File: config.mk
export PLATFORM = sky130hd
export DESIGN_NAME = vldu_wb_fetch_flat
export DESIGN_NICKNAME = d
export VERILOG_FILES = /design/src/logic/vldu_pkg.sv /design/src/logic/vldu_beat_if.sv /design/src/logic/vldu_wb_fetch.sv /design/src/flat_wrapper.sv
export VERILOG_INCLUDE_DIRS = /design/src /design/src/logic
export SDC_FILE = /design/constraint.sdc
export NUM_CORES = 1
export LEC_CHECK = 0
export CORE_AREA = 5 5 88 90
export DETAILED_ROUTE_END_ITERATION = 10
export DIE_AREA = 0 0 93 95
export DONT_BUFFER_PORTS = 1
export HOLD_SLACK_MARGIN = 0.06
export PLACE_DENSITY = 0.63
export SYNTH_ARGS = -nofsm -noshare
export SYNTH_HDL_FRONTEND = slang
export SYNTH_SLANG_ARGS = --single-unit
File: constraint.sdc
create_clock -name clk_i -period 3.25 [get_ports clk_i]
set_input_delay 0.1625 -clock clk_i [delete_from_list [all_inputs] [get_ports clk_i]]
set_output_delay 0.1625 -clock clk_i [all_outputs]
set_load 0.03 [all_outputs]
File: src/logic/vldu_settings.svh
// Vector load unit settings

`ifndef VLDU_SETTINGS_SVH
`define VLDU_SETTINGS_SVH

// Number of lanes fed by the unit
`define VLDU_NR_LANES 4
// Lane word width, also the Wishbone data width
`define VLDU_LANE_W 64
// Wishbone byte address width
`define VLDU_ADDR_W 32
// In-flight load instructions
`define VLDU_INSN_DEPTH 4
// Words per lane in one vector register
`define VLDU_REG_WORDS 8
// Element count, up to 256 single-byte elements
`define VLDU_VL_W 9
// Instruction id
`define VLDU_ID_W 3

`endif

File: src/logic/vldu_pkg.sv
// Vector load unit types

`default_nettype none

`include "vldu_settings.svh"

package vldu_pkg;

  // Element width, value is log2 of the element size in bytes
  typedef enum logic [1:0] {
    E8  = 2'd0,
    E16 = 2'd1,
    E32 = 2'd2,
    E64 = 2'd3
  } sew_e;

  // Wishbone fetch FSM
  typedef enum logic [1:0] {
    IDLE = 2'd0,
    REQ  = 2'd1,
    HOLD = 2'd2
  } fetch_state_e;

  // Word address in the lane register file, vd and word index
  typedef logic [4+$clog2(`VLDU_REG_WORDS):0] vrf_addr_t;

  // One unit-stride load
  typedef struct packed {
    logic [`VLDU_ID_W-1:0]   id;
    logic [4:0]              vd;
    sew_e                    sew;
    logic [`VLDU_VL_W-1:0]   vl;
    logic [`VLDU_ADDR_W-1:0] base;
  } load_insn_t;

endpackage

`default_nettype wire

File: src/logic/vldu_beat_if.sv
// Memory beat channel

`timescale 1ns/1ps
`default_nettype none

`include "vldu_settings.svh"

interface vldu_beat_if;
  import vldu_pkg::*;

  logic                   valid;
  logic                   ready;
  logic [`VLDU_LANE_W-1:0] data;
  // Instruction fields travel with every beat
  sew_e                   sew;
  logic [4:0]             vd;
  logic [`VLDU_VL_W-1:0]  vl_bytes;
  logic                   first;
  logic                   last;

  modport src (output valid, data, sew, vd, vl_bytes, first, last, input ready);
  modport snk (input valid, data, sew, vd, vl_bytes, first, last, output ready);

endinterface

`default_nettype wire

File: src/logic/vldu_wb_fetch.sv
// Wishbone classic read fetch stage

`timescale 1ns/1ps
`default_nettype none

`include "vldu_settings.svh"

module vldu_wb_fetch (
  input  wire logic                    clk_i,
  input  wire logic                    rst_ni,
  input  vldu_pkg::load_insn_t         issue_insn_i,
  input  wire logic                    issue_valid_i,
  output logic                         issue_done_o,
  output logic                         wb_cyc_o,
  output logic                         wb_stb_o,
  output logic [`VLDU_ADDR_W-1:0]      wb_adr_o,
  input  wire logic [`VLDU_LANE_W-1:0] wb_dat_i,
  input  wire logic                    wb_ack_i,
  vldu_beat_if.src                     beat
);
  import vldu_pkg::*;

  fetch_state_e            state_q;
  // Word index within the issuing instruction
  logic [`VLDU_VL_W-4:0]   idx_q;
  logic [`VLDU_LANE_W-1:0] data_q;
  logic [`VLDU_VL_W-1:0]   vl_bytes;
  logic                    xfer;

  assign vl_bytes = issue_insn_i.vl << issue_insn_i.sew;
  assign xfer     = beat.valid && beat.ready;

  // Head stays put until issue_done, so the address is stable through REQ
  assign wb_cyc_o = (state_q == REQ);
  assign wb_stb_o = (state_q == REQ);
  assign wb_adr_o = issue_insn_i.base + `VLDU_ADDR_W'({idx_q, 3'b000});

  assign beat.valid    = (state_q == HOLD);
  assign beat.data     = data_q;
  assign beat.sew      = issue_insn_i.sew;
  assign beat.vd       = issue_insn_i.vd;
  assign beat.vl_bytes = vl_bytes;
  assign beat.first    = (idx_q == '0);
  // Last word index is the byte count rounded up to 8, minus one
  assign beat.last     = (idx_q == (vl_bytes - 1'b1) >> 3);

  assign issue_done_o = xfer && beat.last;

  // Beat register captures the read data in the ack cycle
  always_ff @(posedge clk_i) begin
    if (state_q == REQ && wb_ack_i) begin
      data_q <= wb_dat_i;
    end
  end

  always_ff @(posedge clk_i or negedge rst_ni) begin
    if (!rst_ni) begin
      state_q <= IDLE;
      idx_q   <= '0;
    end else begin
      case (state_q)
        IDLE: if (issue_valid_i) state_q <= REQ;
        REQ:  if (wb_ack_i) state_q <= HOLD;
        HOLD: begin
          // Next read starts only once the packer took the beat
          if (xfer) begin
            state_q <= beat.last ? IDLE : REQ;
            idx_q   <= beat.last ? '0 : idx_q + 1'b1;
          end
        end
        default: state_q <= IDLE;
      endcase
    end
  end

endmodule

`default_nettype wire

File: src/flat_wrapper.sv
// flat-port wrapper written by rule: the top's interface ports become plain ports
module vldu_wb_fetch_flat import vldu_pkg::*;
  (clk_i, rst_ni, issue_insn_i, issue_valid_i, issue_done_o, wb_cyc_o, wb_stb_o, wb_adr_o, wb_dat_i, wb_ack_i, beat_valid, beat_data, beat_sew, beat_vd, beat_vl_bytes, beat_first, beat_last, beat_ready);
  vldu_beat_if beat_i ();
  input  wire logic clk_i;
  input  wire logic rst_ni;
  input  vldu_pkg::load_insn_t issue_insn_i;
  input  wire logic issue_valid_i;
  output logic issue_done_o;
  output logic wb_cyc_o;
  output logic wb_stb_o;
  output logic [`VLDU_ADDR_W-1:0] wb_adr_o;
  input  wire logic [`VLDU_LANE_W-1:0] wb_dat_i;
  input  wire logic wb_ack_i;
  output wire logic [$bits(beat_i.valid)-1:0] beat_valid;
  output wire logic [$bits(beat_i.data)-1:0] beat_data;
  output wire logic [$bits(beat_i.sew)-1:0] beat_sew;
  output wire logic [$bits(beat_i.vd)-1:0] beat_vd;
  output wire logic [$bits(beat_i.vl_bytes)-1:0] beat_vl_bytes;
  output wire logic [$bits(beat_i.first)-1:0] beat_first;
  output wire logic [$bits(beat_i.last)-1:0] beat_last;
  input wire logic [$bits(beat_i.ready)-1:0] beat_ready;
  assign beat_valid = beat_i.valid;
  assign beat_data = beat_i.data;
  assign beat_sew = beat_i.sew;
  assign beat_vd = beat_i.vd;
  assign beat_vl_bytes = beat_i.vl_bytes;
  assign beat_first = beat_i.first;
  assign beat_last = beat_i.last;
  assign beat_i.ready = beat_ready;
  vldu_wb_fetch u_core (.clk_i(clk_i), .rst_ni(rst_ni), .issue_insn_i(issue_insn_i), .issue_valid_i(issue_valid_i), .issue_done_o(issue_done_o), .wb_cyc_o(wb_cyc_o), .wb_stb_o(wb_stb_o), .wb_adr_o(wb_adr_o), .wb_dat_i(wb_dat_i), .wb_ack_i(wb_ack_i), .beat(beat_i));
endmodule
# Yosys cells after proc, flatten, opt, wreduce, memory -nomap -nowiden
# Index checks and enable logic that the tools add are counted.
[word_totals]
reg_bits = 72
inputBits = 120
out_inout_bits = 118
elab_cells = 26
[op_classes]
add_sub_neg = 3
eq_ne = 6
n_shift = 1
n_mux = 6
reduce_logical = 7
[ops]
columns = ["operator", "n"]
rows = [
  ["32-bit by 9-bit adder with 32-bit output", 1],
  ["9-bit by 2-bit left shift with 9-bit output", 1],
  ["9-bit by 1-bit subtractor with 9-bit output (second input constant)", 1],
  ["6-bit by 1-bit adder with 6-bit output (second input constant)", 1],
  ["6-bit equality test", 1],
  ["6-bit logical NOT", 1],
  ["2-bit 2-to-1 mux", 3],
  ["6-bit 2-to-1 mux", 1],
  ["2-bit one-hot mux with 3 select lines", 1],
  ["2-bit != test (second input constant)", 2],
  ["1-bit logical AND", 3],
  ["3-bit AND reduction", 1],
  ["2-bit by 1-bit equality test with 1-bit output (second input constant)", 1],
  ["2-bit equality test (second input constant)", 1],
  ["2-bit logical NOT", 1],
  ["2-bit by 1-bit != test with 1-bit output (second input constant)", 1],
  ["2-bit AND reduction", 1],
  ["1-bit 2-to-1 mux", 1],
]

# Longest topological paths before layout
[depth]
word_depth = 6
depth_mapped = 10
mapped_depth_nobuf = 10

# Least setup slack after synthesis
# Ideal clock, no wire load.
[synth_path]
path_type = "register to register"
from = "register u_core.state_q[0]"
to = "register u_core.data_q[0] (netlist: u_core.beat.data[0]) (enable)"
setup_time_ns = 0.429
arrival_time_ns = 2.521
required_time_ns = 2.821
setup_slack_ns = 0.300
stages_incl_launch_ff = 3
cell_sequence = "dfrtp_1 > nor2b_1 > and2_1"
[synth_via]
elab_chain_len = 2
[synth_rtl]
columns = ["item", "line_no", "rtl"]
rows = [
  ["from (decl)", "vldu_wb_fetch.sv:23", "fetch_state_e state_q;"],
  ["from (signal assigned)", "vldu_wb_fetch.sv:67", "state_q <= beat.last ? IDLE : REQ;"],
  ["2-bit by 1-bit equality test with 1-bit output", "-", ""],
  ["via wb_cyc_o", "flat_wrapper.sv:10", "output logic wb_cyc_o;"],
  ["1-bit logical AND", "vldu_wb_fetch.sv:51", "if (state_q == REQ && wb_ack_i) begin"],
  ["to (signal assigned)", "vldu_wb_fetch.sv:52", "data_q <= wb_dat_i;"],
  ["to (decl)", "vldu_wb_fetch.sv:26", "logic [`VLDU_LANE_W-1:0] data_q;"],
]
# The timed path passes the listed nets, and every way through them passes these cells.
# A chain may end at the register's enable or synchronous reset.

# Worst setup path in the final report
[layout_path]
from = "register u_core.idx_q[0]"
to = "output wb_adr_o[29]"
[layout_via]
elab_chain_len = 1
[layout_rtl]
columns = ["item", "line_no", "rtl"]
rows = [
  ["from (decl)", "vldu_wb_fetch.sv:25", "logic [`VLDU_VL_W-4:0] idx_q;"],
  ["from (signal assigned)", "vldu_wb_fetch.sv:68", "idx_q <= beat.last ? '0 : idx_q + 1'b1;"],
  ["32-bit by 9-bit adder with 32-bit output", "vldu_wb_fetch.sv:36", "assign wb_adr_o = issue_insn_i.base + `VLDU_ADDR_W'({idx_q, 3'b000});"],
  ["to (decl)", "flat_wrapper.sv:12", "output logic [`VLDU_ADDR_W-1:0] wb_adr_o;"],
]
# Every way passes these cells.

==> impl_metrics.json <==
{
  "run_status": "finished, final reports clean",
  "drc": 0,
  "grt_max_degree": 40,
  "powerDensity_nw_per_um2": 642,
  "cts_tree": "done",
  "cts_buffer_depth": 2,
  "grt_pass1_vias": 2406,
  "cp-end-kind": "primary output",
  "fp.dieW_um": 93,
  "internal_power_mw": 1.82,
  "globalRouteTotalUtil_pct": 18.8,
  "synth.net_count": 402,
  "ys.flop_type": "edfxtp_1",
  "critPathArrivalTime_ns": 2.84,
  "rsz0062_at_grt": "false",
  "drt_pass1_iterations": 4,
  "drive_above_1_share_pct": 13.4,
  "synthArstFlopShare_pct": 11.1,
  "worstSetupStartpointType": "register",
  "postSynthAreaPerCell_um2": 13.0,
  "fin_nets": 483,
  "hold_depth": 3,
  "fin_util_pct": 65.4,
  "post_cts_buffers": 0,
  "period_share_pct": 92.4,
  "power_frac_clock_pct": 23.1,
  "fmax_mhz": 333,
  "numCtsBuffers": 9,
  "max-slew-margin-rel_pct": 48.4,
  "period_minus_slack_ns": 3.00,
  "place_worst_setup_slack_ns": 0.516,
  "viasPerCell": 5.60,
  "path_clk_slew_ns": 0.07,
  "placed_cell_area_um2": 3690,
  "path_class": "reg2out",
  "initial_utilization_pct": 50.7,
  "vdd_drop_max_v": 0.000369,
  "yosysUniqueCellTypes": 46,
  "wl_mm": 8.77,
  "port_buffers": 0,
  "synth-seq-cells": 72,
  "ys_seq_area_share_pct": 59.9,
  "ios": 238,
  "drtAntennaViolNets": 0,
  "area_growth_syn_to_layout_pct": 28.9,
  "clock-sinks": 72,
  "p_leak_nw": 1.76,
  "slew_violations": 0,
  "final_area_um2": 4560,
  "r2r_cells": 4,
  "worstMarginPinSlew_ns": 0.773,
  "wl_per_cell_um": 19.9,
  "drtIter0Drc": 132,
  "clk-insertion-delay-late_ns": 0.33,
  "die_area_um2": 8840,
  "crit_fanout": 6,
  "vias": 2469,
  "cp_data_required_time_ns": 3.09,
  "gp_congestion": 0.776,
  "fin_tns_setup_ns": 0,
  "power_frac_seq_pct": 54.5,
  "setup_ws_ns": 0.249,
  "antenna_found_initial": 0,
  "cap_violations": 0,
  "clock_skew_ns": 0.00570,
  "gr-total-overflow": 0,
  "synth_edf_count": 64,
  "grt_pass1_wl_mm": 12.7,
  "cts_root_buf": "clkbuf_8",
  "syn_inst": 273,
  "holdCritPathClass": "in2reg",
  "p_sw_mw": 1.11,
  "ys_warn_count": 0,
  "switching_share_pct": 37.9,
  "num_antenna_cells": 0,
  "combPwrFrac_pct": 22.4,
  "synth_area_um2": 3540,
  "hpwlAfterDp_mm": 6.08,
  "htreeDepth": 3,
  "core-area_um2": 6980,
  "hold_violations": 0,
  "setup_viol": 0,
  "die_y_um": 95,
  "fp-row-count": 31
}
[power groups by stage]
stage               clock network [mW]  registers [mW]  logic, mW
finish                           0.676            1.60      0.658
CTS                              0.683            1.59      0.661
global route                     0.736            1.61      0.711
floorplan                            0            1.59      0.499
global placement                     0            1.61      0.582
detailed placement                   0            1.61      0.591
[worst paths after layout]
kind / to / slack, ns / from
max: wb_adr_o[29] / 0.25 / u_core.idx_q[0]
min: u_core.state_q[0] / 0.09 / wb_ack_i
max reg2reg: u_core.beat.data[33] / 1.25 / u_core.state_q[0]
min reg2reg: u_core.state_q[0] / 0.48 / u_core.state_q[1]
max in group asynchronous: u_core.idx_q[3] / 2.80 / rst_ni
min in group asynchronous: u_core.idx_q[4] / 0.18 / rst_ni
[cell usage in the layout (no fill, tap or decap), types with 9 or more instances in the layout]
cell           instances
and3_1                10
dlygate4sd3_1         67
nor3_1                10
nand3_1               12
buf_4                 18
edfxtp_1              64
inv_1                 15
xnor2_1               15
xor2_1                15
nor2_1                18
clkbuf_8               9
nand2_1               11
[cell families (layout without fill, tap and decap cells)]
family | after synthesis | after routing | synth area share [%]
buffers and inverters | 32 | 118 | 4.77
AO/OA/AOI/OAI | 36 | 36 | 7.10
adder cells (fa/ha/maj) | 9 | 9 | 3.39
AND/OR/NAND/NOR | 84 | 84 | 12.8
flip-flops | 72 | 72 | 59.9
XOR/XNOR | 30 | 30 | 7.42
multiplexers | 10 | 10 | 4.63
[worst max-delay path: stages (launching register included)]
cell	delay (ns)
dfrtp_1	0.40
ha_1	0.19
inv_1	0.05
fa_1	0.40
nor2b_1	0.11
o21ai_0	0.10
a21boi_1	0.23
o21a_1	0.17
o21ai_1	0.19
nor4_2	0.32
xor2_1	0.17
buf_4	0.18
[final cells by class]
type / instances / area [um2]
fillers: 512 / 2420
flip-flops and latches: 72 / 2120
multi-input cells: 169 / 1260
repair buffers: 86 / 826
clock buffers: 9 / 124
well taps: 82 / 103
clock inverters: 7 / 72.6
inverters: 16 / 60.1
[timing repair]
item / in CTS / in global routing
endpoints found under the setup margin: 0 / 3
hold buffers: 67 / 0
resized for setup: 0 / 2
endpoints found under the hold margin: 74 / 0
[state kept, by name (all words and copies together) (netlist names)]
signal and count:
u_core.idx_q 6, u_core.beat.data 64, u_core.state_q 2
[metrics by stage]
step	hold WS [ns]	power, mW	cells
floorplan	-0.133	2.09	273
global placement	-0.133	2.19	358
detailed placement	-0.133	2.20	358
CTS	0.0690	2.94	441
global route	0.127	3.06	441
finish	0.0859	2.93	441
[cell usage after synthesis, drive strengths merged (2+ instances only)]
cell type / number / area share (%)
a21oi: 4 / 0.57
mux2i: 4 / 1.1
inv: 15 / 1.6
buf: 15 / 3.0
nand2b: 2 / 0.35
ha: 8 / 2.8
and3: 10 / 1.8
nor2b: 6 / 1.1
o21a: 3 / 0.64
xor2: 15 / 3.7
a21o: 3 / 0.64
o21ba: 2 / 0.57
nor2: 18 / 1.9
and2: 3 / 0.53
nor4: 3 / 0.53
dfrtp: 8 / 5.7
nand3: 12 / 1.7
edfxtp: 64 / 54
o21ai: 11 / 1.6
a211oi: 3 / 0.64
xnor2: 15 / 3.7
mux4: 5 / 3.2
nand2: 11 / 1.2
nor3: 11 / 1.9
o21bai: 4 / 0.85
[routing by layer]
| layer | up-vias | track usage [%] | share of wire, % |
|---|---|---|---|
| li1 | 1151 | - | - |
| met1 | 1160 | 20.4 | 37 |
| met2 | 152 | 34.0 | 52 |
| met3 | 6 | 7.73 | 11 |
| met4 | 0 | 4.76 | 0.74 |
| met5 | - | 0 | 0 |
Note: power is estimated with default switching activity, not from simulation.
