## src/logic/vldu_settings.svh

```systemverilog
// Vector load unit settings

`ifndef VLDU_SETTINGS_SVH
`define VLDU_SETTINGS_SVH

// Number of lanes fed by the unit
`define VLDU_NR_LANES 4
// Lane word width, also the Wishbone data width
`define VLDU_LANE_W 64
// Wishbone byte address width
`define VLDU_ADDR_W 32
// In-flight load instructions
`define VLDU_INSN_DEPTH 4
// Words per lane in one vector register
`define VLDU_REG_WORDS 8
// Element count, up to 256 single-byte elements
`define VLDU_VL_W 9
// Instruction id
`define VLDU_ID_W 3

`endif

```

## src/logic/vldu_pkg.sv

```systemverilog
// Vector load unit types

`default_nettype none

`include "vldu_settings.svh"

package vldu_pkg;

  // Element width, value is log2 of the element size in bytes
  typedef enum logic [1:0] {
    E8  = 2'd0,
    E16 = 2'd1,
    E32 = 2'd2,
    E64 = 2'd3
  } sew_e;

  // Wishbone fetch FSM
  typedef enum logic [1:0] {
    IDLE = 2'd0,
    REQ  = 2'd1,
    HOLD = 2'd2
  } fetch_state_e;

  // Word address in the lane register file, vd and word index
  typedef logic [4+$clog2(`VLDU_REG_WORDS):0] vrf_addr_t;

  // One unit-stride load
  typedef struct packed {
    logic [`VLDU_ID_W-1:0]   id;
    logic [4:0]              vd;
    sew_e                    sew;
    logic [`VLDU_VL_W-1:0]   vl;
    logic [`VLDU_ADDR_W-1:0] base;
  } load_insn_t;

endpackage

`default_nettype wire

```

## src/logic/vldu_result_queue.sv

```systemverilog
// Two-entry result queue with lane write-back

`timescale 1ns/1ps
`default_nettype none

`include "vldu_settings.svh"

module vldu_result_queue (
  input  wire logic                                            clk_i,
  input  wire logic                                            rst_ni,
  input  wire logic                                            push_i,
  input  wire logic [`VLDU_NR_LANES-1:0][`VLDU_LANE_W-1:0]     push_wdata_i,
  input  wire logic [`VLDU_NR_LANES-1:0][`VLDU_LANE_W/8-1:0]   push_be_i,
  input  vldu_pkg::vrf_addr_t                                  push_addr_i,
  input  wire logic                                            push_last_i,
  output logic                                                 full_o,
  output logic [`VLDU_NR_LANES-1:0]                            lane_req_o,
  input  wire logic [`VLDU_NR_LANES-1:0]                       lane_gnt_i,
  output vldu_pkg::vrf_addr_t [`VLDU_NR_LANES-1:0]             lane_addr_o,
  output logic [`VLDU_NR_LANES-1:0][`VLDU_LANE_W-1:0]          lane_wdata_o,
  output logic [`VLDU_NR_LANES-1:0][`VLDU_LANE_W/8-1:0]        lane_be_o,
  output logic                                                 commit_o
);
  import vldu_pkg::*;

  localparam int unsigned DEPTH = 2;
  localparam int unsigned PNT_W = $clog2(DEPTH);

  // Entry payload
  logic [`VLDU_NR_LANES-1:0][`VLDU_LANE_W-1:0]   wdata_q [DEPTH];
  logic [`VLDU_NR_LANES-1:0][`VLDU_LANE_W/8-1:0] be_q [DEPTH];
  vrf_addr_t                                     addr_q [DEPTH];
  logic                                          last_q [DEPTH];

  // Lanes still to write, per entry
  logic [`VLDU_NR_LANES-1:0] valid_q [DEPTH];
  logic [PNT_W-1:0]          wr_pnt_q, rd_pnt_q;
  logic [PNT_W:0]            cnt_q;
  logic                      pop;

  assign full_o = (cnt_q == DEPTH[PNT_W:0]);

  // Head entry drives every lane
  assign lane_req_o   = valid_q[rd_pnt_q];
  assign lane_addr_o  = {`VLDU_NR_LANES{addr_q[rd_pnt_q]}};
  assign lane_wdata_o = wdata_q[rd_pnt_q];
  assign lane_be_o    = be_q[rd_pnt_q];

  // Pop the cycle after the last lane grant cleared the head
  assign pop      = (cnt_q != '0) && (valid_q[rd_pnt_q] == '0);
  assign commit_o = pop && last_q[rd_pnt_q];

  always_ff @(posedge clk_i) begin
    if (push_i) begin
      wdata_q[wr_pnt_q] <= push_wdata_i;
      be_q[wr_pnt_q]    <= push_be_i;
      addr_q[wr_pnt_q]  <= push_addr_i;
      last_q[wr_pnt_q]  <= push_last_i;
    end
  end

  always_ff @(posedge clk_i or negedge rst_ni) begin
    if (!rst_ni) begin
      for (int i = 0; i < DEPTH; i++) begin
        valid_q[i] <= '0;
      end
      wr_pnt_q <= '0;
      rd_pnt_q <= '0;
      cnt_q    <= '0;
    end else begin
      for (int l = 0; l < `VLDU_NR_LANES; l++) begin
        if (lane_req_o[l] && lane_gnt_i[l]) begin
          valid_q[rd_pnt_q][l] <= 1'b0;
        end
      end
      // Push only targets a free entry, never the granted head
      if (push_i) begin
        valid_q[wr_pnt_q] <= '1;
        wr_pnt_q          <= wr_pnt_q + 1'b1;
      end
      if (pop) begin
        rd_pnt_q <= rd_pnt_q + 1'b1;
      end
      cnt_q <= cnt_q + push_i - pop;
    end
  end

endmodule

`default_nettype wire

```

## config.mk

```make
export PLATFORM = sky130hd
export DESIGN_NAME = vldu_result_queue
export DESIGN_NICKNAME = d
export VERILOG_FILES = /design/src/logic/vldu_pkg.sv /design/src/logic/vldu_result_queue.sv
export VERILOG_INCLUDE_DIRS = /design/src /design/src/logic
export SDC_FILE = /design/constraint.sdc
export NUM_CORES = 1
export LEC_CHECK = 0
export BUFFER_PORTS_ARGS = -buffer_cell sky130_fd_sc_hd__buf_2
export CORE_AREA = 5 5 241 243
export CTS_BUF_LIST = sky130_fd_sc_hd__clkbuf_4
export DETAILED_ROUTE_END_ITERATION = 12
export DIE_AREA = 0 0 246 248
export PLACE_DENSITY = 0.66
export SYNTH_ARGS = -nofsm -noshare
export SYNTH_HDL_FRONTEND = slang
export SYNTH_SLANG_ARGS = --single-unit
```

## constraint.sdc

```tcl
create_clock -name clk_i -period 13.18 [get_ports clk_i]
set_clock_uncertainty 0.2 [all_clocks]
set_input_delay 2.636 -clock clk_i [delete_from_list [all_inputs] [get_ports clk_i]]
set_output_delay 2.636 -clock clk_i [all_outputs]
set_load 0.02 [all_outputs]
```

-- After elaboration in Yosys (flattened, before gate mapping)
Memory sizes are Yosys's and may differ from the RTL's.
Index checks and enable logic that the tools add are counted.
- add/sub/neg operators: 4
- $lt $le $gt $ge: 4
- equal/unequal tests: 1
- multiplexer cells: 20
- bitwise operators: 11
- reduce and logical (&&, ||, !) cells: 10
- operators with widths (cell ; count):
    $mux 8 ; 5
    $and 8x8->8 ; 4
    $not 8->8 ; 4
    $demux 4 s1 ; 5
    $mux 4 ; 5
    $logic_and 1x1->1 ; 8
    $or 8x8->8 ; 1
    $ge 2x2->1 const B ; 2
    $logic_not 4->1 ; 1
    $lt 2x1->1 const B ; 2
    $not 1->2 ; 2
    $mux 1 ; 3
    $mux 3 ; 1
    $add 1x1->1 const B ; 2
    $add 2x1->2 ; 1
    $eq 2x2->1 const B ; 1
    $mux 2 ; 1
    $reduce_bool 2->1 ; 1
    $sub 2x1->2 ; 1
- flip-flop bits (word level): 12
- bits in writable memories: 594
- bits of input ports: 304
- word-level logic and storage cells: 59
- memories kept: 4
- memory list (memory ; words ; width ; read ports ; clocked after memory_dff ; write ports ; RTL line ; source):
    wdata_q ; 2 ; 256 ; 1 ; 0 ; 1 ; vldu_result_queue.sv:30 ; logic [`VLDU_NR_LANES-1:0][`VLDU_LANE_W-1:0] wdata_q [DEPTH];
    be_q ; 2 ; 32 ; 1 ; 0 ; 1 ; vldu_result_queue.sv:31 ; logic [`VLDU_NR_LANES-1:0][`VLDU_LANE_W/8-1:0] be_q [DEPTH];
    addr_q ; 2 ; 8 ; 1 ; 0 ; 1 ; vldu_result_queue.sv:32 ; vrf_addr_t addr_q [DEPTH];
    last_q ; 2 ; 1 ; 1 ; 0 ; 1 ; vldu_result_queue.sv:33 ; logic last_q [DEPTH];

-- Longest topological paths before layout
Gate-level depths: netlist (run 1).
- word-level depth: 16
- gate-level depth with buffers: 9
- mapped depth without buffers: 8

-- Least setup slack after synthesis (run 1)
OpenSTA, ideal clock, no wires.
- path kind: input to register
- start: input push_i
- end: memory addr_q[1][0] in the netlist's numbering, enable pin
- setup time: 0.775 ns
- arrival time: 10.881 ns
- data required time: 12.205 ns
- setup slack: 1.325 ns
- stages on the path: 2
- cell sequence: and2_1 -> clkbuf_1
- word-level cells in the longest chain between the ends: 2
- RTL lines (element ; RTL line ; source):
    start, declared ; vldu_result_queue.sv:11 ; input wire logic push_i,
    $mux 1 ; vldu_result_queue.sv:54 ; if (push_i) begin
    $mux 1 (implied by the code) ; vldu_result_queue.sv:57 ; addr_q[wr_pnt_q] <= push_addr_i;
    end, declared ; vldu_result_queue.sv:32 ;
Every way passes these cells.

-- Worst setup path in the final report (run 1)
- start: register rd_pnt_q
- end: output commit_o
- word-level cells in the longest chain between the ends: 7
- elaborated cells between the ends (all ways): 8
- those cells by class: 3 x mux; 1 x bitwise; 3 x reduce/logical; 1 x memory
- RTL lines (element ; RTL line ; source):
    start, declared ; vldu_result_queue.sv:37 ; logic [PNT_W-1:0] wr_pnt_q, rd_pnt_q;
    start signal, assigned ; vldu_result_queue.sv:82 ; rd_pnt_q <= rd_pnt_q + 1'b1;
    $not 1->2 (implied by the code) ; vldu_result_queue.sv:50 ; assign pop = (cnt_q != '0) && (valid_q[rd_pnt_q] == '0);
    $mux 4 (implied by the code) (3 in series) ; vldu_result_queue.sv:50 ;
    $logic_not 4->1 ; vldu_result_queue.sv:50 ;
    $logic_and 1x1->1 ; vldu_result_queue.sv:50 ;
    $logic_and 1x1->1 (*) ; vldu_result_queue.sv:51 ; assign commit_o = pop && last_q[rd_pnt_q];
    end, declared ; vldu_result_queue.sv:22 ; output logic commit_o
Mark *: on every way between the ends. The rest lies on a longest branch, timed or not. The select of a mux whose other input is x is not followed.

==> results of run 1 <==
==> layout by cell type, fill, tap and decap left out, types with 6 or more instances in the layout <==
cell and instances:
clkbuf_4 230, dfrtp_1 11, diode_2 13, clkinv_1 28, inv_1 6, nand2_1 8, edfxtp_1 594, mux2_2 300
buf_2 629
==> metrics by stage <==
| stage | power (mW) | setup slack (ps) | util [%] | instance area (sq um) |
|---|---|---|---|---|
| 2_1_floorplan | 4.218 | 1325 | - | 22120 |
| 3_3_place_gp | 4.714 | 7044 | 46.55 | 25950 |
| 3_5_place_dp | 4.737 | 7047 | 46.55 | 25950 |
| 4_1_cts | 6.351 | 5941 | 50.16 | 27950 |
| 5_1_grt | 6.573 | 5909 | 50.21 | 27980 |
| 6_report | 6.249 | 6251 | 50.22 | 27990 |
==> cell type report <==
type / count / share of cell area, %
multi-input combinational: 334 / 12.86
sequential: 606 / 64.82
inverter: 7 / 0.1207
antenna: 13 / 0.1162
clock buffer: 230 / 6.170
clock inverter: 46 / 1.006
tap: 756 / 3.380
timing repair buffer: 636 / 11.53
==> state kept, by name (all words and copies together), names as in the netlist <==
name and cells:
cnt_q 2, last_q 2, addr_q 16, valid_q 8, rd_pnt_q 1, wr_pnt_q 1, wdata_q 512, be_q 64
==> layer usage <==
layer | GRT usage (%) | share of wire [%] | routed length [um]
met2 | 28.06 | 53 | 27160
met4 | 7.220 | 2.9 | 1471
met3 | 7.506 | 9.2 | 4717
met5 | 0 | 0.16 | 81
met1 | 16.34 | 35 | 17930
==> critical path: cells and delay by family (launching register included) <==
kind,cells,cell delay (ps)
AOI/OAI and AO/OA,1,300
buffers and inverters,2,820
and+or+nand+nor,2,790
DFF,1,1070
==> synth_stat cells <==
master	instances	area (sq um)
edfxtp_1	594	17840
mux2_2	300	3378
buf_2	32	160.2
buf_4	24	180.2
dfrtp_1	12	300.3
nand2_1	8	30.03
inv_1	7	26.28
a21o_1	4	30.03
o21ai_0	4	20.02
clkbuf_1	3	11.26
ha_1	2	25.02
nor2_1	2	7.510
xnor2_1	2	17.52
a211o_1	1	8.760
and2_1	1	6.260
buf_6	1	11.26
mux2i_1	1	10.01
nand2b_1	1	6.260
nor2b_1	1	6.260
nor3_1	1	5.000
o31ai_1	1	7.510
o41ai_1	1	8.760
or2_2	1	6.260
or3_1	1	6.260
or3b_1	1	8.760
xor2_1	1	8.760
==> logic make-up after synthesis <==
kind of cell    after synthesis  synth area share, %
fa+ha+maj                     2               0.1131
xor+xnor                      3               0.1188
buf+inv                      67                1.759
mux                         301                15.32
simple gates                 17               0.3734
compound gates               11               0.3394
flops                       606                81.98
==> worst min path at each step <==
stage          startpoint          to  slack (ps)  cells past startpoint
2_1_floorplan  valid_q[5]    rd_pnt_q         240                      1
3_3_place_gp   valid_q[3]  valid_q[3]         260                      1
3_5_place_dp   valid_q[3]  valid_q[3]         280                      1
4_1_cts        valid_q[5]    rd_pnt_q         280                      1
5_1_grt        valid_q[5]    rd_pnt_q         300                      1
6_report       valid_q[5]    rd_pnt_q         290                      1
==> report_power, final <==
group | total [mW] | switching [mW] | internal [mW] | leakage [nW]
registers | 2.69 | 0.121 | 2.56 | 5.71
clock network | 1.58 | 0.737 | 0.844 | 1.18
logic | 1.98 | 1.24 | 0.740 | 3.81
total | 6.25 | 2.10 | 4.15 | 10.7
==> out/summary.txt, run 1 <==
die area - 0.06101 sq mm
Port Buffers - 629
clk_lat worst skew - 920 ps
antenna violations before repair - 19
initial DRC count - 495
hpwl dp - 34.85 mm
Relative slew margins - 13.20%
core area - 0.05573 sq mm
Final ANT Viol Nets - 0
HP Class - reg -> reg
Top Ports - 630
FF-to-FF setup slack - 9470 ps
die width - 246 um
Post-Place Cells - 2,339
Die H - 248 um
num rows - 87
DRT Pass-1 Iters - 4
clk buf depth - 3
share of cells above drive strength 1 - 63.91%
startpoint types - flop
clk slew on worst S/H paths - 60 ps
critical path cell sequence - buf_12 -> or3b_1 -> a211o_1 -> nor3_1 -> buf_2
post-CTS setup buffers - 0
CP required - 10,340 ps
Critical Path End Type - primary output
status - completed
CTS tree - done
largest net degree at the start of global routing - 180
RSZ-0062 raised after global routing - no
Max Clock Freq - 144.3 MHz
Worst R2R Path Depth - 9
Worst Tran Pin Value - 1302 ps
Synth warnings - 0
Min Hold Slack - 285.2 ps
FF+latch count, synth - 606
Layout area overhead - 26.50%
fin crit period - 6929 ps
DR vias/cell - 4.609
WS Path Type - reg -> out
Fill cells - 4,776
RR Endpoint - cnt_q[1]
fin cells - 2,628
FF-to-FF Start - rd_pnt_q
max incr delay on CP - 1070 ps
worst setup path startpoint - rd_pnt_q
vias - 12,110
Initial Utilization - 39.70%
first-pass GRT wire length - 73.58 mm
setup TNS - 0 ps
final setup vio count - 0
hold buffer count at cts - 0
Clock Tree Root - clkbuf_4
Seq/Total Area, Yosys - 81.98%
clk sink count - 606
Synth Instances - 1,007
slowest CP cell - dfrtp_4
H-tree depth - 4
post_cts resized - 0
cts bufs inserted - 157
final WL - 51.37 mm
All-Layer GR Usage - 16.00%
Final Max Slew Viols - 0
Worst setup endpoint - commit_o
Worst VDD drop - 0.0001896 V
Max-Cap Viols - 0
grt ovf - 0
Arrival @ worst endpoint - 4090 ps
Register Area - 0.01814 sq mm
Power Density - 223.3 mW/mm^2
vias in the first global route - 13,060
leakage power - 10.70 nW
Post-Syn Area - 0.02212 sq mm
Max FO, Critical Path - 179
Layout Nets - 2,048
synth unique cells - 26
placer congestion estimate - 0.7763
syn nets - 1,313
routed length per instance - 19.55 um
Mapped Avg Cell Area - 21.97 sq um
DRC violations left - 0
final worst-path cycle share - 52.57%
Multi-input gate area - 0.003600 sq mm
Fin. Hold Viols - 0
(Power assumes the default switching activity.)
==> run 2, diff against run 1 <==
--- a/config.mk
+++ b/config.mk
@@ -7,11 +7,11 @@
 export NUM_CORES = 1
 export LEC_CHECK = 0
 export BUFFER_PORTS_ARGS = -buffer_cell sky130_fd_sc_hd__buf_2
-export CORE_AREA = 5 5 241 243
+export CORE_AREA = 5 5 239 241
 export CTS_BUF_LIST = sky130_fd_sc_hd__clkbuf_4
 export DETAILED_ROUTE_END_ITERATION = 12
-export DIE_AREA = 0 0 246 248
-export PLACE_DENSITY = 0.66
+export DIE_AREA = 0 0 244 246
+export PLACE_DENSITY = 0.69
 export SYNTH_ARGS = -nofsm -noshare
 export SYNTH_HDL_FRONTEND = slang
 export SYNTH_SLANG_ARGS = --single-unit
==> constraint.sdc (replaced) <==
create_clock -name clk_i -period 5.64 [get_ports clk_i]
set_clock_uncertainty 0.2 [all_clocks]
set_input_delay 1.128 -clock clk_i [delete_from_list [all_inputs] [get_ports clk_i]]
set_output_delay 1.128 -clock clk_i [all_outputs]
set_load 0.02 [all_outputs]
==> out/summary.txt, run 2 (synthesis results as in run 1) <==
status - completed
WS Path Type - reg -> out
All-Layer GR Usage - 16.85%
vias - 12,190
slowest CP cell - dfrtp_4
Fin. Hold Viols - 0
startpoint types - flop
Max-Cap Viols - 0
Worst VDD drop - 0.0003505 V
clk sink count - 606
num rows - 86
fin cells - 2,576
Top Registers - wdata_q x512, be_q x64, addr_q x16
die area - 0.06002 sq mm
Arrival @ worst endpoint - 3240 ps
final worst-path cycle share - 81.06%
leakage power - 10.75 nW
RR Endpoint - cnt_q[1]
Layout area overhead - 26.83%
share of cells above drive strength 1 - 63.60%
Final ANT Viol Nets - 0
post-layout util - 51.33%
WP buf/inv - 2
DRC violations left - 0
Clock Tree Root - clkbuf_4
Final Max Slew Viols - 0
largest register by flop count - wdata_q
Relative slew margins - 37.74%
initial DRC count - 496
RSZ-0062 raised after global routing - no
max reg flops - 512
Worst Tran Pin Value - 931.9 ps
antenna violations before repair - 20
Top Ports - 630
Min Hold Slack - 173.1 ps
largest net degree at the start of global routing - 141
Worst R2R Path Depth - 8
FF-to-FF setup slack - 2860 ps
dpl cell area - 0.02598 sq mm
hold path endpoint - wdata_q[0][173]
Critical Path End Type - primary output
post-CTS setup buffers - 0
H-tree depth - 4
clk_lat worst skew - 930 ps
Port Buffers - 629
Final WS setup - 1068 ps
Tot Pwr - 14.58 mW
Initial Utilization - 40.47%
setup TNS - 0 ps
first-pass GRT wire length - 76.73 mm
die width - 244 um
Max FO, Critical Path - 140
DRT Pass-1 Iters - 4
grt ovf - 0
Placement Setup Slack - 2032 ps
CP required - 4310 ps
vias in the first global route - 13,240
Hold Path Cell Cnt - 1
most common cell after layout, fill and taps aside - buf_2
cts bufs inserted - 154
hpwl dp - 36.14 mm
Post-Place Cells - 2,291
worst setup path startpoint - rd_pnt_q
hold path start - push_wdata_i[173]
HP Class - in -> reg
fin crit period - 4572 ps
DR vias/cell - 4.731
max incr delay on CP - 910 ps
CTS tree - done
placer congestion estimate - 0.8223
cell family with most CP delay - flip-flops
fin area - 0.02806 sq mm
Layout Nets - 2,062
routed length per instance - 20.41 um
FF-to-FF Start - rd_pnt_q
Power Density - 519.6 mW/mm^2
core area - 0.05466 sq mm
final WL - 52.56 mm
commonest cells after routing, fill and taps aside - 629 x buf_2, 594 x edfxtp_1, 300 x mux2_2
final setup vio count - 0
Die H - 246 um
clk buf depth - 3
critical path cell sequence - buf_12 -> mux2_2 -> buf_2
Max Clock Freq - 218.7 MHz
clk slew on worst S/H paths - 70 ps
==> run 2: how the worst max path moves through the flow <==
stage | to | slack (ps) | cells past startpoint
finish | lane_wdata_o[76] | 1070 | 3
global route | lane_wdata_o[132] | 820 | 3
CTS | lane_wdata_o[207] | 930 | 3
detailed placement | lane_wdata_o[207] | 2030 | 3
global placement | lane_wdata_o[76] | 2060 | 3
floorplan | addr_q[0][0] | -600 | 2
==> run 2: final cells by class <==
type / instances / area [sq um]
clock buffers: 218 / 1637
diodes: 15 / 37.54
repair buffers: 653 / 3448
multi-input cells: 334 / 3607
clock inverters: 39 / 277.8
flip-flops and latches: 606 / 18140
inverters: 7 / 30.03
fillers: 4533 / 26600
well taps: 704 / 880.8
==> run 2: power breakdown <==
| group | internal (mW) | total [mW] | leakage [nW] | switching [mW] |
|---|---|---|---|---|
| registers | 5.98 | 6.23 | 5.71 | 0.257 |
| logic | 1.77 | 4.71 | 3.90 | 2.95 |
| clock network | 1.95 | 3.63 | 1.14 | 1.68 |
| total | 9.70 | 14.6 | 10.8 | 4.88 |
==> run 2: what timing repair did <==
| item | CTS | global route |
|---|---|---|
| endpoints found under the hold margin | 31 | 0 |
| endpoints found under the setup margin | 0 | 0 |
| hold buffers | 13 | 0 |
| resized for setup | 0 | 0 |
==> run 2: metal layers <==
layer	track usage (%)	vias up	share of wire, %
met5	0	-	0.26
met4	6.654	22	2.3
met3	7.659	116	8.4
met2	29.95	472	54
met1	17.43	6008	35
li1	-	5570	-
==> run 2: worst reg2reg max path, cell delays in order, from the launching register on <==
cell and delay [ps]:
dfrtp_4 910, mux2_2 460, a211o_1 300, nor2_1 130, ha_1 240, inv_1 50, ha_1 150, xnor2_1 130
xnor2_1 130
