--- src/logic/vldu_settings.svh ---
// Vector load unit settings

`ifndef VLDU_SETTINGS_SVH
`define VLDU_SETTINGS_SVH

// Number of lanes fed by the unit
`define VLDU_NR_LANES 4
// Lane word width, also the Wishbone data width
`define VLDU_LANE_W 64
// Wishbone byte address width
`define VLDU_ADDR_W 32
// In-flight load instructions
`define VLDU_INSN_DEPTH 4
// Words per lane in one vector register
`define VLDU_REG_WORDS 8
// Element count, up to 256 single-byte elements
`define VLDU_VL_W 9
// Instruction id
`define VLDU_ID_W 3

`endif

--- src/logic/vldu_pkg.sv ---
// Vector load unit types

`default_nettype none

`include "vldu_settings.svh"

package vldu_pkg;

  // Element width, value is log2 of the element size in bytes
  typedef enum logic [1:0] {
    E8  = 2'd0,
    E16 = 2'd1,
    E32 = 2'd2,
    E64 = 2'd3
  } sew_e;

  // Wishbone fetch FSM
  typedef enum logic [1:0] {
    IDLE = 2'd0,
    REQ  = 2'd1,
    HOLD = 2'd2
  } fetch_state_e;

  // Word address in the lane register file, vd and word index
  typedef logic [4+$clog2(`VLDU_REG_WORDS):0] vrf_addr_t;

  // One unit-stride load
  typedef struct packed {
    logic [`VLDU_ID_W-1:0]   id;
    logic [4:0]              vd;
    sew_e                    sew;
    logic [`VLDU_VL_W-1:0]   vl;
    logic [`VLDU_ADDR_W-1:0] base;
  } load_insn_t;

endpackage

`default_nettype wire

--- src/logic/vldu_insn_queue.sv ---
// Load instruction queue

`timescale 1ns/1ps
`default_nettype none

`include "vldu_settings.svh"

module vldu_insn_queue (
  input  wire logic                 clk_i,
  input  wire logic                 rst_ni,
  input  wire logic                 req_valid_i,
  input  vldu_pkg::load_insn_t      req_insn_i,
  output logic                      req_ready_o,
  output vldu_pkg::load_insn_t      issue_insn_o,
  output logic                      issue_valid_o,
  input  wire logic                 issue_done_i,
  input  wire logic                 commit_i,
  output logic                      done_valid_o,
  output logic [`VLDU_ID_W-1:0]     done_id_o
);
  import vldu_pkg::*;

  localparam int unsigned DEPTH = `VLDU_INSN_DEPTH;
  localparam int unsigned PNT_W = $clog2(DEPTH);

  load_insn_t queue_q [DEPTH];

  // Accepted, issuing and committing heads; depth is a power of two so pointers wrap
  logic [PNT_W-1:0] accept_pnt_q, issue_pnt_q, commit_pnt_q;
  // Entries still to issue, entries still to commit
  logic [PNT_W:0]   issue_cnt_q, commit_cnt_q;
  logic             accept;

  assign req_ready_o   = (commit_cnt_q != DEPTH[PNT_W:0]);
  assign accept        = req_valid_i && req_ready_o;
  assign issue_valid_o = (issue_cnt_q != '0);
  assign issue_insn_o  = queue_q[issue_pnt_q];

  always_ff @(posedge clk_i) begin
    if (accept) begin
      queue_q[accept_pnt_q] <= req_insn_i;
    end
  end

  always_ff @(posedge clk_i or negedge rst_ni) begin
    if (!rst_ni) begin
      accept_pnt_q <= '0;
      issue_pnt_q  <= '0;
      commit_pnt_q <= '0;
      issue_cnt_q  <= '0;
      commit_cnt_q <= '0;
      done_valid_o <= 1'b0;
      done_id_o    <= '0;
    end else begin
      if (accept) begin
        accept_pnt_q <= accept_pnt_q + 1'b1;
      end
      if (issue_done_i) begin
        issue_pnt_q <= issue_pnt_q + 1'b1;
      end
      if (commit_i) begin
        commit_pnt_q <= commit_pnt_q + 1'b1;
      end
      issue_cnt_q  <= issue_cnt_q + accept - issue_done_i;
      commit_cnt_q <= commit_cnt_q + accept - commit_i;
      // Report the retired head one cycle after its last word leaves
      done_valid_o <= commit_i;
      if (commit_i) begin
        done_id_o <= queue_q[commit_pnt_q].id;
      end
    end
  end

endmodule

`default_nettype wire

--- config.mk ---
export PLATFORM = sky130hd
export DESIGN_NAME = vldu_insn_queue
export DESIGN_NICKNAME = d
export VERILOG_FILES = /design/src/logic/vldu_pkg.sv /design/src/logic/vldu_insn_queue.sv
export VERILOG_INCLUDE_DIRS = /design/src /design/src/logic
export SDC_FILE = /design/constraint.sdc
export NUM_CORES = 1
export LEC_CHECK = 0
export BUFFER_PORTS_ARGS = -buffer_cell sky130_fd_sc_hd__buf_2
export CAP_MARGIN = 20
export CELL_PAD_IN_SITES_DETAIL_PLACEMENT = 1
export CELL_PAD_IN_SITES_GLOBAL_PLACEMENT = 1
export CORE_MARGIN = 2
export CORE_UTILIZATION = 35
export CTS_CLUSTER_DIAMETER = 150
export DETAILED_ROUTE_END_ITERATION = 8
export PLACE_DENSITY_LB_ADDON = 0.1
export SLEW_MARGIN = 10
export SYNTH_ARGS = -nofsm -noshare
export SYNTH_HDL_FRONTEND = slang
export SYNTH_SLANG_ARGS = --single-unit
--- constraint.sdc ---
create_clock -name clk_i -period 3.2 [get_ports clk_i]
set_input_delay 0.96 -clock clk_i [delete_from_list [all_inputs] [get_ports clk_i]]
set_output_delay 0.96 -clock clk_i [all_outputs]
set_load 0.005 [all_outputs]
# Word level (Yosys, flattened, before mapping)
# Memory sizes are Yosys's and may differ from the RTL's. A register that Yosys moved wholly into a read port is not among the register bits.
# Cells that the tools add are included.
[totals] output_inout_bits=57 ramBits=204 word_cells=20 memories=1 in_bits=56 reg_bits=13
[memory_table] name="queue_q" words=4 word_bits=51 read_ports=2 rd_clocked_by_memory_dff=1 wr=1 line="vldu_insn_queue.sv:26" source="load_insn_t queue_q [DEPTH];"
[op_classes] n_reduce_logical=3 eq_ne=1 n_mux=2 addsub=7
[op_table] op="$add A2 B1 Y2 const B" count=3
[op_table] op="$add A3 B1 Y3" count=2
[op_table] op="$sub A3 B1 Y3" count=2
[op_table] op="$ne A3 B3 Y1 const B" count=1
[op_table] op="$reduce_bool A3 Y1" count=1
[op_table] op="$mux W1" count=2
[op_table] op="$logic_and A1 B1 Y1" count=1
[op_table] op="$logic_not A1 Y1" count=1

# Logic depth before layout (Yosys ltp)
# Gate-level depths: netlist of run 1.
[depth] depth_word=4 depth_mapped=10 depth_no_buf=9

# Worst setup path after synthesis of run 1
# No wires, ideal clock.
[synth_timing] path_type="input -> register" startpoint="in req_valid_i" endpoint="reg issue_cnt_q[2]" setup_ps=123 arrival_time_ps=2244 required_ps=3077 n_path_buf=0 path_stages=8 slack_ps=834 path_cell_list="and2_4 > inv_1 > ha_1 > inv_1 > ha_1 > fa_1 > xnor2_1 > xnor2_1"
[synth_between] elab_chain_cells=3
[synth_rtl] element="start, declared" line="vldu_insn_queue.sv:11" source="input wire logic req_valid_i,"
[synth_rtl] element="$logic_and A1 B1 Y1" line="vldu_insn_queue.sv:35" source="assign accept = req_valid_i && req_ready_o;"
[synth_rtl] element="$add A3 B1 Y3" line="vldu_insn_queue.sv:64" source="issue_cnt_q <= issue_cnt_q + accept - issue_done_i;"
[synth_rtl] element="$sub A3 B1 Y3" line="vldu_insn_queue.sv:64"
[synth_rtl] element="end signal, assigned" line="vldu_insn_queue.sv:64"
[synth_rtl] element="end, declared" line="vldu_insn_queue.sv:31" source="logic [PNT_W:0] issue_cnt_q, commit_cnt_q;"
# No other way between the ends.
# A chain may end at the register's enable or synchronous reset.

==> results of run 1 <==
[stage by stage]
step                      worst slack [ns]  utilization
after global routing                0.1603       0.4357
after detailed placement            0.5673       0.3957
after floorplan                     0.8335            -
after global placement              0.5927       0.3957
final                               0.2673       0.4358
after CTS                          0.03069       0.4341
[metal layers]
| metal | vias up | wire, um | track usage | part of all wire |
|---|---|---|---|---|
| li1 | 1697 | - | - | - |
| met1 | 1996 | 6970 | 0.1709 | 0.42 |
| met4 | 0 | 602 | 0.05108 | 0.036 |
| met2 | 106 | 8240 | 0.2348 | 0.49 |
| met3 | 39 | 843 | 0.03084 | 0.051 |
| met5 | - | 0 | 0 | 0 |
[registers in the layout (all words and copies together) (netlist names)]
register      count
done_id_o         3
issue_pnt_q       2
done_valid_o      1
issue_cnt_q       3
queue_q         204
accept_pnt_q      2
commit_cnt_q      3
commit_pnt_q      2
[power breakdown]
part | internal [W] | switching (W) | total (W) | leakage (nW)
Combinational | 0.00130 | 0.00131 | 0.00261 | 1.10
Sequential | 0.00382 | 0.000201 | 0.00402 | 2.06
Clock | 0.00190 | 0.00112 | 0.00302 | 0.441
Total | 0.00702 | 0.00263 | 0.00965 | 3.59
[worst min path at each step]
stage | startpoint | endpoint | slack (ns) | depth (start not counted)
after detailed placement | commit_pnt_q[1]$_DFFE_PN0P_ | commit_pnt_q[1]$_DFFE_PN0P_ | 0.48 | 1
after CTS | rst_ni | issue_cnt_q[0]$_DFF_PN0_ | 0.36 | 1
after floorplan | commit_pnt_q[1]$_DFFE_PN0P_ | commit_pnt_q[1]$_DFFE_PN0P_ | 0.46 | 1
after global placement | commit_pnt_q[1]$_DFFE_PN0P_ | commit_pnt_q[1]$_DFFE_PN0P_ | 0.47 | 1
after global routing | rst_ni | commit_pnt_q[0]$_DFFE_PN0P_ | 0.38 | 1
final | rst_ni | commit_pnt_q[1]$_DFFE_PN0P_ | 0.37 | 1
[cell families (layout without fill, tap and decap cells)]
group	Yosys count	after routing	synth area share
flops	220	220	0.7922
mux	57	57	0.1467
xor+xnor	9	9	0.01048
other cells	0	1	0
buf+inv	23	186	0.01777
simple gates	15	15	0.01154
fa+ha+maj	10	10	0.01701
compound gates	4	4	0.004254
[Yosys cell counts]
cell / count / area (um2)
buf_6: 7 / 78.83
mux2i_1: 6 / 60.06
clkbuf_1: 1 / 3.750
xor2_1: 2 / 17.52
o221ai_1: 3 / 26.28
or3b_1: 1 / 8.760
and2_4: 1 / 8.760
o21ai_2: 1 / 8.760
nand2_1: 3 / 11.26
ha_1: 8 / 100.1
xnor2_2: 1 / 16.27
nand3_1: 1 / 5.000
buf_2: 6 / 30.03
inv_1: 9 / 33.78
and3_2: 4 / 30.03
mux4_2: 51 / 1149
dfrtp_1: 16 / 400.4
edfxtp_1: 204 / 6126
fa_1: 2 / 40.04
nand2b_1: 4 / 25.02
or3_1: 1 / 6.260
xnor2_1: 6 / 52.55
[cell type report]
type / instances / area share
flip-flops and latches: 220 / 0.6443
multi-input cells: 95 / 0.1544
clock buffers: 33 / 0.07085
repair buffers: 129 / 0.07035
well taps: 319 / 0.03937
clock inverters: 15 / 0.01716
inverters: 9 / 0.003333
diodes: 1 / 0.0002469
[critical path, cell delays in order (launching register included)]
cell,delay [ns]
dfrtp_4,0.50
buf_12,0.24
mux4_2,0.55
buf_2,0.15
==> results.json, run 1 <==
{
  "gr-total-overflow": 0,
  "synth_cells": 338,
  "r2r-start": "commit_cnt_q[1]$_DFF_PN0_",
  "grt_pass1_vias": 4326,
  "hpwl_um": 9811,
  "path_class": "reg2out",
  "cts_made_buffers": 26,
  "dp.cells": 767,
  "finalNonFillerCells": 821,
  "avgSynthCellArea_um2": 24.37,
  "r2r_setup_slack_ns": 0.90,
  "place.gp.congestion": 0.7190,
  "yosysSeqAreaShare": 0.7922,
  "p_total_w": 0.009654,
  "io_pins": 113,
  "slew_violations": 0,
  "routed_via_density": 4.675,
  "fmax_mhz": 341.0,
  "placed_area_um2": 9205,
  "hp-class": "in2async",
  "post-route-min-period_ns": 2.933,
  "setup_tns_ns": 0,
  "p_leak_nw": 3.593,
  "clk_pin_slew_worst_paths_ns": 0.06,
  "drive_above_1_share": 0.4591,
  "timing.hold.ws_ns": 0.3669,
  "syn_to_final_growth_pct": 23.06,
  "wl_per_cell_um": 20.29,
  "setup_violations": 0,
  "clock_skew_ns": 0.01969,
  "arrival_ns": 1.97,
  "cts_tree": "yes",
  "die_h_um": 157.4,
  "dieArea_um2": 24780,
  "cts_resized": 0,
  "grt_max_degree": 36,
  "synth_seq_cells": 220,
  "clock_path_buffers": 3,
  "clk_latency_ns": 0.52,
  "final_cell_mix": "204 x edfxtp_1, 112 x buf_2, 51 x mux4_2, 27 x clkbuf_16, 15 x buf_4",
  "ant_nets": 0,
  "grt_util_all_layers": 0.1372,
  "mostFrequentLayoutCell": "edfxtp_1",
  "cts_sinks": 220,
  "drtIter0Drc": 155,
  "syn_area_um2": 8238,
  "syn-num-nets": 404,
  "firstDrtPassIters": 4,
  "timing.rr.end": "commit_cnt_q[2]$_DFF_PN0_",
  "worst_pin_slew_ns": 0.5707,
  "stdcell_area_um2": 10140,
  "max-slew-margin-rel": 0.6195,
  "cts_hold_buf": 0,
  "drv_cap": 0,
  "seqCellArea_um2": 6531,
  "io_buffers": 112,
  "power.density_nw_per_um2": 952.4,
  "crit_required_ns": 2.24,
  "clockRootBuffer": "clkbuf_16",
  "ir_drop_uv": 539.1,
  "synth_warnings": 0,
  "totalWireLength_um": 16660,
  "multiInputGateArea_um2": 1565,
  "die_w_um": 157.4,
  "status": "complete, no violations",
  "antenna_found_initial": 0,
  "post_cts_buffers": 0,
  "grt_pass1_wl_um": 25330,
  "cp_max_fo": 21,
  "start_util": 0.3541,
  "rr_worst_depth": 9,
  "finalHoldViolCount": 0,
  "nFillCells": 2239,
  "rsz0062_at_grt": "false",
  "end_kind": "output port",
  "coreArea_um2": 23260,
  "yosysUniqueCellTypes": 22,
  "row_count": 56,
  "post-route-period-util": 0.9165,
  "worstSetupStartpoint": "issue_pnt_q[0]$_DFFE_PN0P_",
  "worst_setup_path_start_kind": "flop",
  "drc": 0,
  "via_count": 3838,
  "final_nets": 547,
  "htree_levels": 1,
  "critical_path.endpoint": "issue_insn_o[5]"
}
Note: power is estimated with default switching activity, not from simulation.
==> run 2, diff against run 1 <==
ABC_AREA = 1   (was default)
BUFFER_PORTS_ARGS = default   (was -buffer_cell sky130_fd_sc_hd__buf_2)
DONT_BUFFER_PORTS = 1   (was default)
==> results.json, run 2 <==
{
  "status": "complete, no violations",
  "clk_latency_ns": 0.52,
  "final_nets": 671,
  "post_cts_buffers": 0,
  "worst_pin_slew_ns": 0.6337,
  "path_class": "reg2out",
  "largest_register_ff_count": 204,
  "clock_path_buffers": 3,
  "cts_hold_buf": 0,
  "die_h_um": 159.7,
  "clockRootBuffer": "clkbuf_16",
  "setup_violations": 0,
  "synth_edf_count": 204,
  "grt_util_all_layers": 0.1553,
  "post-route-period-util": 0.9218,
  "slew_violations": 0,
  "grt_pass1_wl_um": 30480,
  "yosysUniqueCellTypes": 23,
  "fmax_mhz": 339.0,
  "timing.hold.ws_ns": 0.1377,
  "firstDrtPassIters": 4,
  "syn_area_um2": 8479,
  "synth_warnings": 0,
  "synth_commonest_cells": "204 x edfxtp_1, 101 x nor2_1, 69 x o21ai_0",
  "start_util": 0.3591,
  "num_antenna_cells": 0,
  "place.gp.congestion": 0.7034,
  "path_delay_family": "buffers and inverters",
  "ant_nets": 0,
  "drtIter0Drc": 192,
  "worst_setup_path_start_kind": "flop",
  "die_w_um": 159.7,
  "synth_cells": 599,
  "fin_ws_ns": 0.2501,
  "mostFrequentLayoutCell": "edfxtp_1",
  "slowest_delay_ns": 0.49,
  "rsz0062_at_grt": "false",
  "clock_skew_ns": 0.009864,
  "largest-register": "queue_q",
  "drive_above_1_share": 0.08333,
  "syn_to_final_growth_pct": 13.07,
  "cts_made_buffers": 25,
  "yosysSeqAreaShare": 0.7697,
  "drv_cap": 0,
  "end_kind": "output port",
  "routed_via_density": 5.047,
  "io_pins": 113,
  "crit_chain": "clkinv_2 > buf_12 > nor2_1 > o22ai_1",
  "power.density_nw_per_um2": 969.1,
  "grt_pass1_vias": 5068,
  "wl_per_cell_um": 21.03,
  "nFillCells": 2441,
  "coreArea_um2": 23610,
  "p_leak_nw": 3.217,
  "cp_max_fo": 46,
  "synth_top_area_frac": 0.7224,
  "row_count": 56,
  "ir_drop_uv": 451.8,
  "gr-total-overflow": 0,
  "io_buffers": 0,
  "cts_sinks": 220,
  "synth_top_area_cell": "edfxtp_1",
  "drc": 0,
  "hpwl_um": 11090,
  "synth_seq_cells": 220,
  "cp_num_buf_inv": 2,
  "syn-num-nets": 665,
  "slowest_stage": "dfrtp_4",
  "grt_max_degree": 105,
  "finalHoldViolCount": 0,
  "clk_pin_slew_worst_paths_ns": 0.06,
  "via_count": 4759,
  "crit_required_ns": 2.24,
  "ys.flop_type": "edfxtp_1",
  "max-slew-margin-rel": 0.5775,
  "cts_tree": "yes",
  "pre_cts_ws_ns": 0.6536,
  "yosysMostFrequentCell": "edfxtp_1",
  "ys_async_sr_fraction": 0.07273,
  "final_cell_mix": "204 x edfxtp_1, 97 x nor2_1, 69 x o21ai_0, 48 x o22ai_1, 33 x o21ai_1",
  "antenna_found_initial": 0,
  "htree_levels": 1,
  "synth_area_leaders": "edfxtp_1 72%, dfrtp_1 4.7%, nor2_1 4.5%",
  "hp-class": "in2async",
  "dieArea_um2": 25490,
  "arrival_ns": 1.99,
  "cts_resized": 0,
  "post-route-min-period_ns": 2.950,
  "avgSynthCellArea_um2": 14.16,
  "totalWireLength_um": 19830
}
-- run 2: cell count changes after synthesis, moves of 6 or more --
cell     change
o21ai_1     +33
mux2i_1      -6
inv_1       +18
nand3_1      +6
a21oi_1      +6
o22ai_1     +48
nand2_1     +29
mux4_2      -51
nor2_1     +101
o21ai_0     +69
-- run 2: through the flow --
step                        util  setup TNS [ns]  std cells  total power [W]  area (um2)
final                     0.4061               0        943         0.009292        9588
after global routing      0.4061               0        943         0.009888        9588
after CTS                 0.4061               0        943         0.009500        9588
after detailed placement  0.3755               0        897         0.006938        8867
after global placement    0.3755               0        897         0.006814        8867
after floorplan                -          -97.08        599         0.006014        8479
-- run 2: power breakdown --
part           switching (W)  internal [W]
sequential          0.000196       0.00383
combinational        0.00195      0.000795
clock                0.00108       0.00145
total                0.00323       0.00607
-- run 2: cell families after synthesis --
group,count (synthesis),share of synthesized area
flops,220,0.7697
simple gates,142,0.06448
buf+inv,62,0.04087
xor+xnor,9,0.009297
compound gates,156,0.09916
fa+ha+maj,10,0.01653
-- run 2: layer usage --
metal  GRT usage  wire length [um]  up-vias
met5           0                 0        -
met4     0.04380               482        0
met3     0.05247              1401       32
met2      0.2684              9815      111
met1      0.1848              8130     2414
li1            -                 -     2202
-- run 2: final timing paths --
check / from / to / slack [ns] / cells after the start
worst max register to register: commit_cnt_q[1]$_DFF_PN0_ / issue_cnt_q[2]$_DFF_PN0_ / 0.97 / 9
worst min-delay path: rst_ni / issue_pnt_q[1]$_DFFE_PN0P_ / 0.14 / 0
min in group clk_i: commit_i / done_valid_o$_DFF_PN0_ / 0.48 / 0
worst min register to register: issue_cnt_q[1]$_DFF_PN0_ / issue_cnt_q[2]$_DFF_PN0_ / 0.50 / 1
worst max-delay path: issue_pnt_q[0]$_DFFE_PN0P_ / issue_insn_o[5] / 0.25 / 4
max in group asynchronous: rst_ni / issue_pnt_q[0]$_DFFE_PN0P_ / 2.98 / 0
-- run 2: final cells by class --
| class | count | area, um2 | share of cell area |
|---|---|---|---|
| clock buffers | 36 | 666.9 | 0.06956 |
| clock inverters | 10 | 53.80 | 0.005611 |
| multi-input cells | 317 | 1637 | 0.1707 |
| well taps | 319 | 399.1 | 0.04163 |
| flip-flops and latches | 220 | 6531 | 0.6812 |
| repair buffers | 12 | 190.2 | 0.01984 |
| inverters | 29 | 110.1 | 0.01148 |
==> run 3, diff against run 2 <==
REMOVE_ABC_BUFFERS = 1   (was default)
==> results.json, run 3 (synthesized netlist as in run 2, its figures left out) <==
{
  "cts_hold_buf": 0,
  "drive_above_1_share": 0.08814,
  "r2r_setup_slack_ns": 1.02,
  "place.gp.congestion": 0.6855,
  "clockRootBuffer": "clkbuf_16",
  "worst_setup_path_start_kind": "flop",
  "p_total_w": 0.009270,
  "start_util": 0.3591,
  "die_h_um": 159.7,
  "num_antenna_cells": 0,
  "mostFrequentLayoutCell": "edfxtp_1",
  "end_kind": "output port",
  "post-route-min-period_ns": 2.937,
  "p_leak_nw": 3.238,
  "drc": 0,
  "post-route-period-util": 0.9177,
  "final_nets": 674,
  "slew_violations": 0,
  "cts_resized": 0,
  "timing.rr.end": "issue_cnt_q[2]$_DFF_PN0_",
  "timing.hold.ws_ns": 0.1396,
  "arrival_ns": 1.98,
  "clock_path_buffers": 3,
  "dieArea_um2": 25490,
  "hp-class": "in2async",
  "worst_pin_slew_ns": 0.5610,
  "power.density_nw_per_um2": 967.4,
  "ir_drop_uv": 512.0,
  "largest_register_ff_count": 204,
  "drv_cap": 0,
  "grt_util_all_layers": 0.1521,
  "cp_max_fo": 36,
  "firstDrtPassIters": 4,
  "io_buffers": 0,
  "io_pins": 113,
  "gr-total-overflow": 0,
  "row_count": 56,
  "routed_via_density": 5.020,
  "largest-register": "queue_q",
  "die_w_um": 159.7,
  "grt_max_degree": 105,
  "grt_pass1_vias": 5235,
  "status": "complete, no violations",
  "setup_tns_ns": 0,
  "final_cell_mix": "204 x edfxtp_1, 97 x nor2_1, 69 x o21ai_0, 48 x o22ai_1, 33 x o21ai_1",
  "rr_worst_depth": 9,
  "setup_violations": 0,
  "cts_tree": "yes",
  "htree_levels": 1,
  "grt_pass1_wl_um": 29950,
  "cts_sinks": 220,
  "max-slew-margin-rel": 0.6251,
  "drtIter0Drc": 222,
  "ant_nets": 0,
  "crit_required_ns": 2.24,
  "wl_per_cell_um": 20.35,
  "antenna_found_initial": 0,
  "cts_made_buffers": 25,
  "path_class": "reg2out",
  "syn_to_final_growth_pct": 13.00,
  "totalWireLength_um": 19190,
  "finalHoldViolCount": 0,
  "coreArea_um2": 23610,
  "worstSetupStartpoint": "issue_pnt_q[0]$_DFFE_PN0P_",
  "clk_pin_slew_worst_paths_ns": 0.05,
  "r2r-start": "commit_cnt_q[1]$_DFF_PN0_",
  "via_count": 4734,
  "rsz0062_at_grt": "false",
  "fmax_mhz": 340.5,
  "hpwl_um": 11250,
  "clock_skew_ns": 0.01919,
  "clk_latency_ns": 0.52,
  "post_cts_buffers": 0
}
run 3: metrics by stage:
| stage | util | area (um2) | instances | worst slack, ns |
|---|---|---|---|---|
| after floorplan | - | 8242 | 566 | -0.9006 |
| after global placement | 0.3749 | 8852 | 900 | 0.7241 |
| after CTS | 0.4058 | 9582 | 943 | 0.1599 |
| after global routing | 0.4058 | 9582 | 943 | 0.09639 |
| after detailed placement | 0.3749 | 8852 | 900 | 0.6876 |
| final | 0.4058 | 9582 | 943 | 0.2633 |
run 3: critical path, stage by stage, from the launching register on:
cell	delay, ns
dfrtp_4	0.49
clkinv_2	0.30
buf_12	0.26
nor2_1	0.07
o22ai_1	0.33
run 3: worst max path at each step:
stage                     depth (start not counted)                       end
after floorplan                                   4          issue_insn_o[48]
after global placement                            7  issue_cnt_q[2]$_DFF_PN0_
after detailed placement                          7  issue_cnt_q[2]$_DFF_PN0_
after CTS                                         4          issue_insn_o[20]
after global routing                              4          issue_insn_o[20]
final                                             4          issue_insn_o[44]
run 3: layout make-up:
cell class | instances | area (um2)
Timing Repair Buffer | 15 | 175.2
Tap cell | 319 | 399.1
Clock buffer | 33 | 655.6
Multi-Input combinational cell | 317 | 1637
Inverter | 29 | 110.1
Fill cell | 2427 | 14030
Clock inverter | 10 | 73.82
Sequential cell | 220 | 6531
run 3: report_power, final:
group	internal (W)	switching, W	leakage, nW	total [W]
Combinational	0.000775	0.00192	0.825	0.00270
Clock	0.00151	0.00104	0.358	0.00255
Sequential	0.00383	0.000198	2.06	0.00403
run 3: routing by layer:
metal  vias to the layer above  global-route usage  part of all wire  wire (um)
met5                         -                   0                 0          0
met4                         0             0.04463             0.026        508
met3                        32             0.05740             0.076       1460
met2                       100              0.2708              0.51       9749
met1                      2397              0.1695              0.39       7473
li1                       2205                   -                 -          -
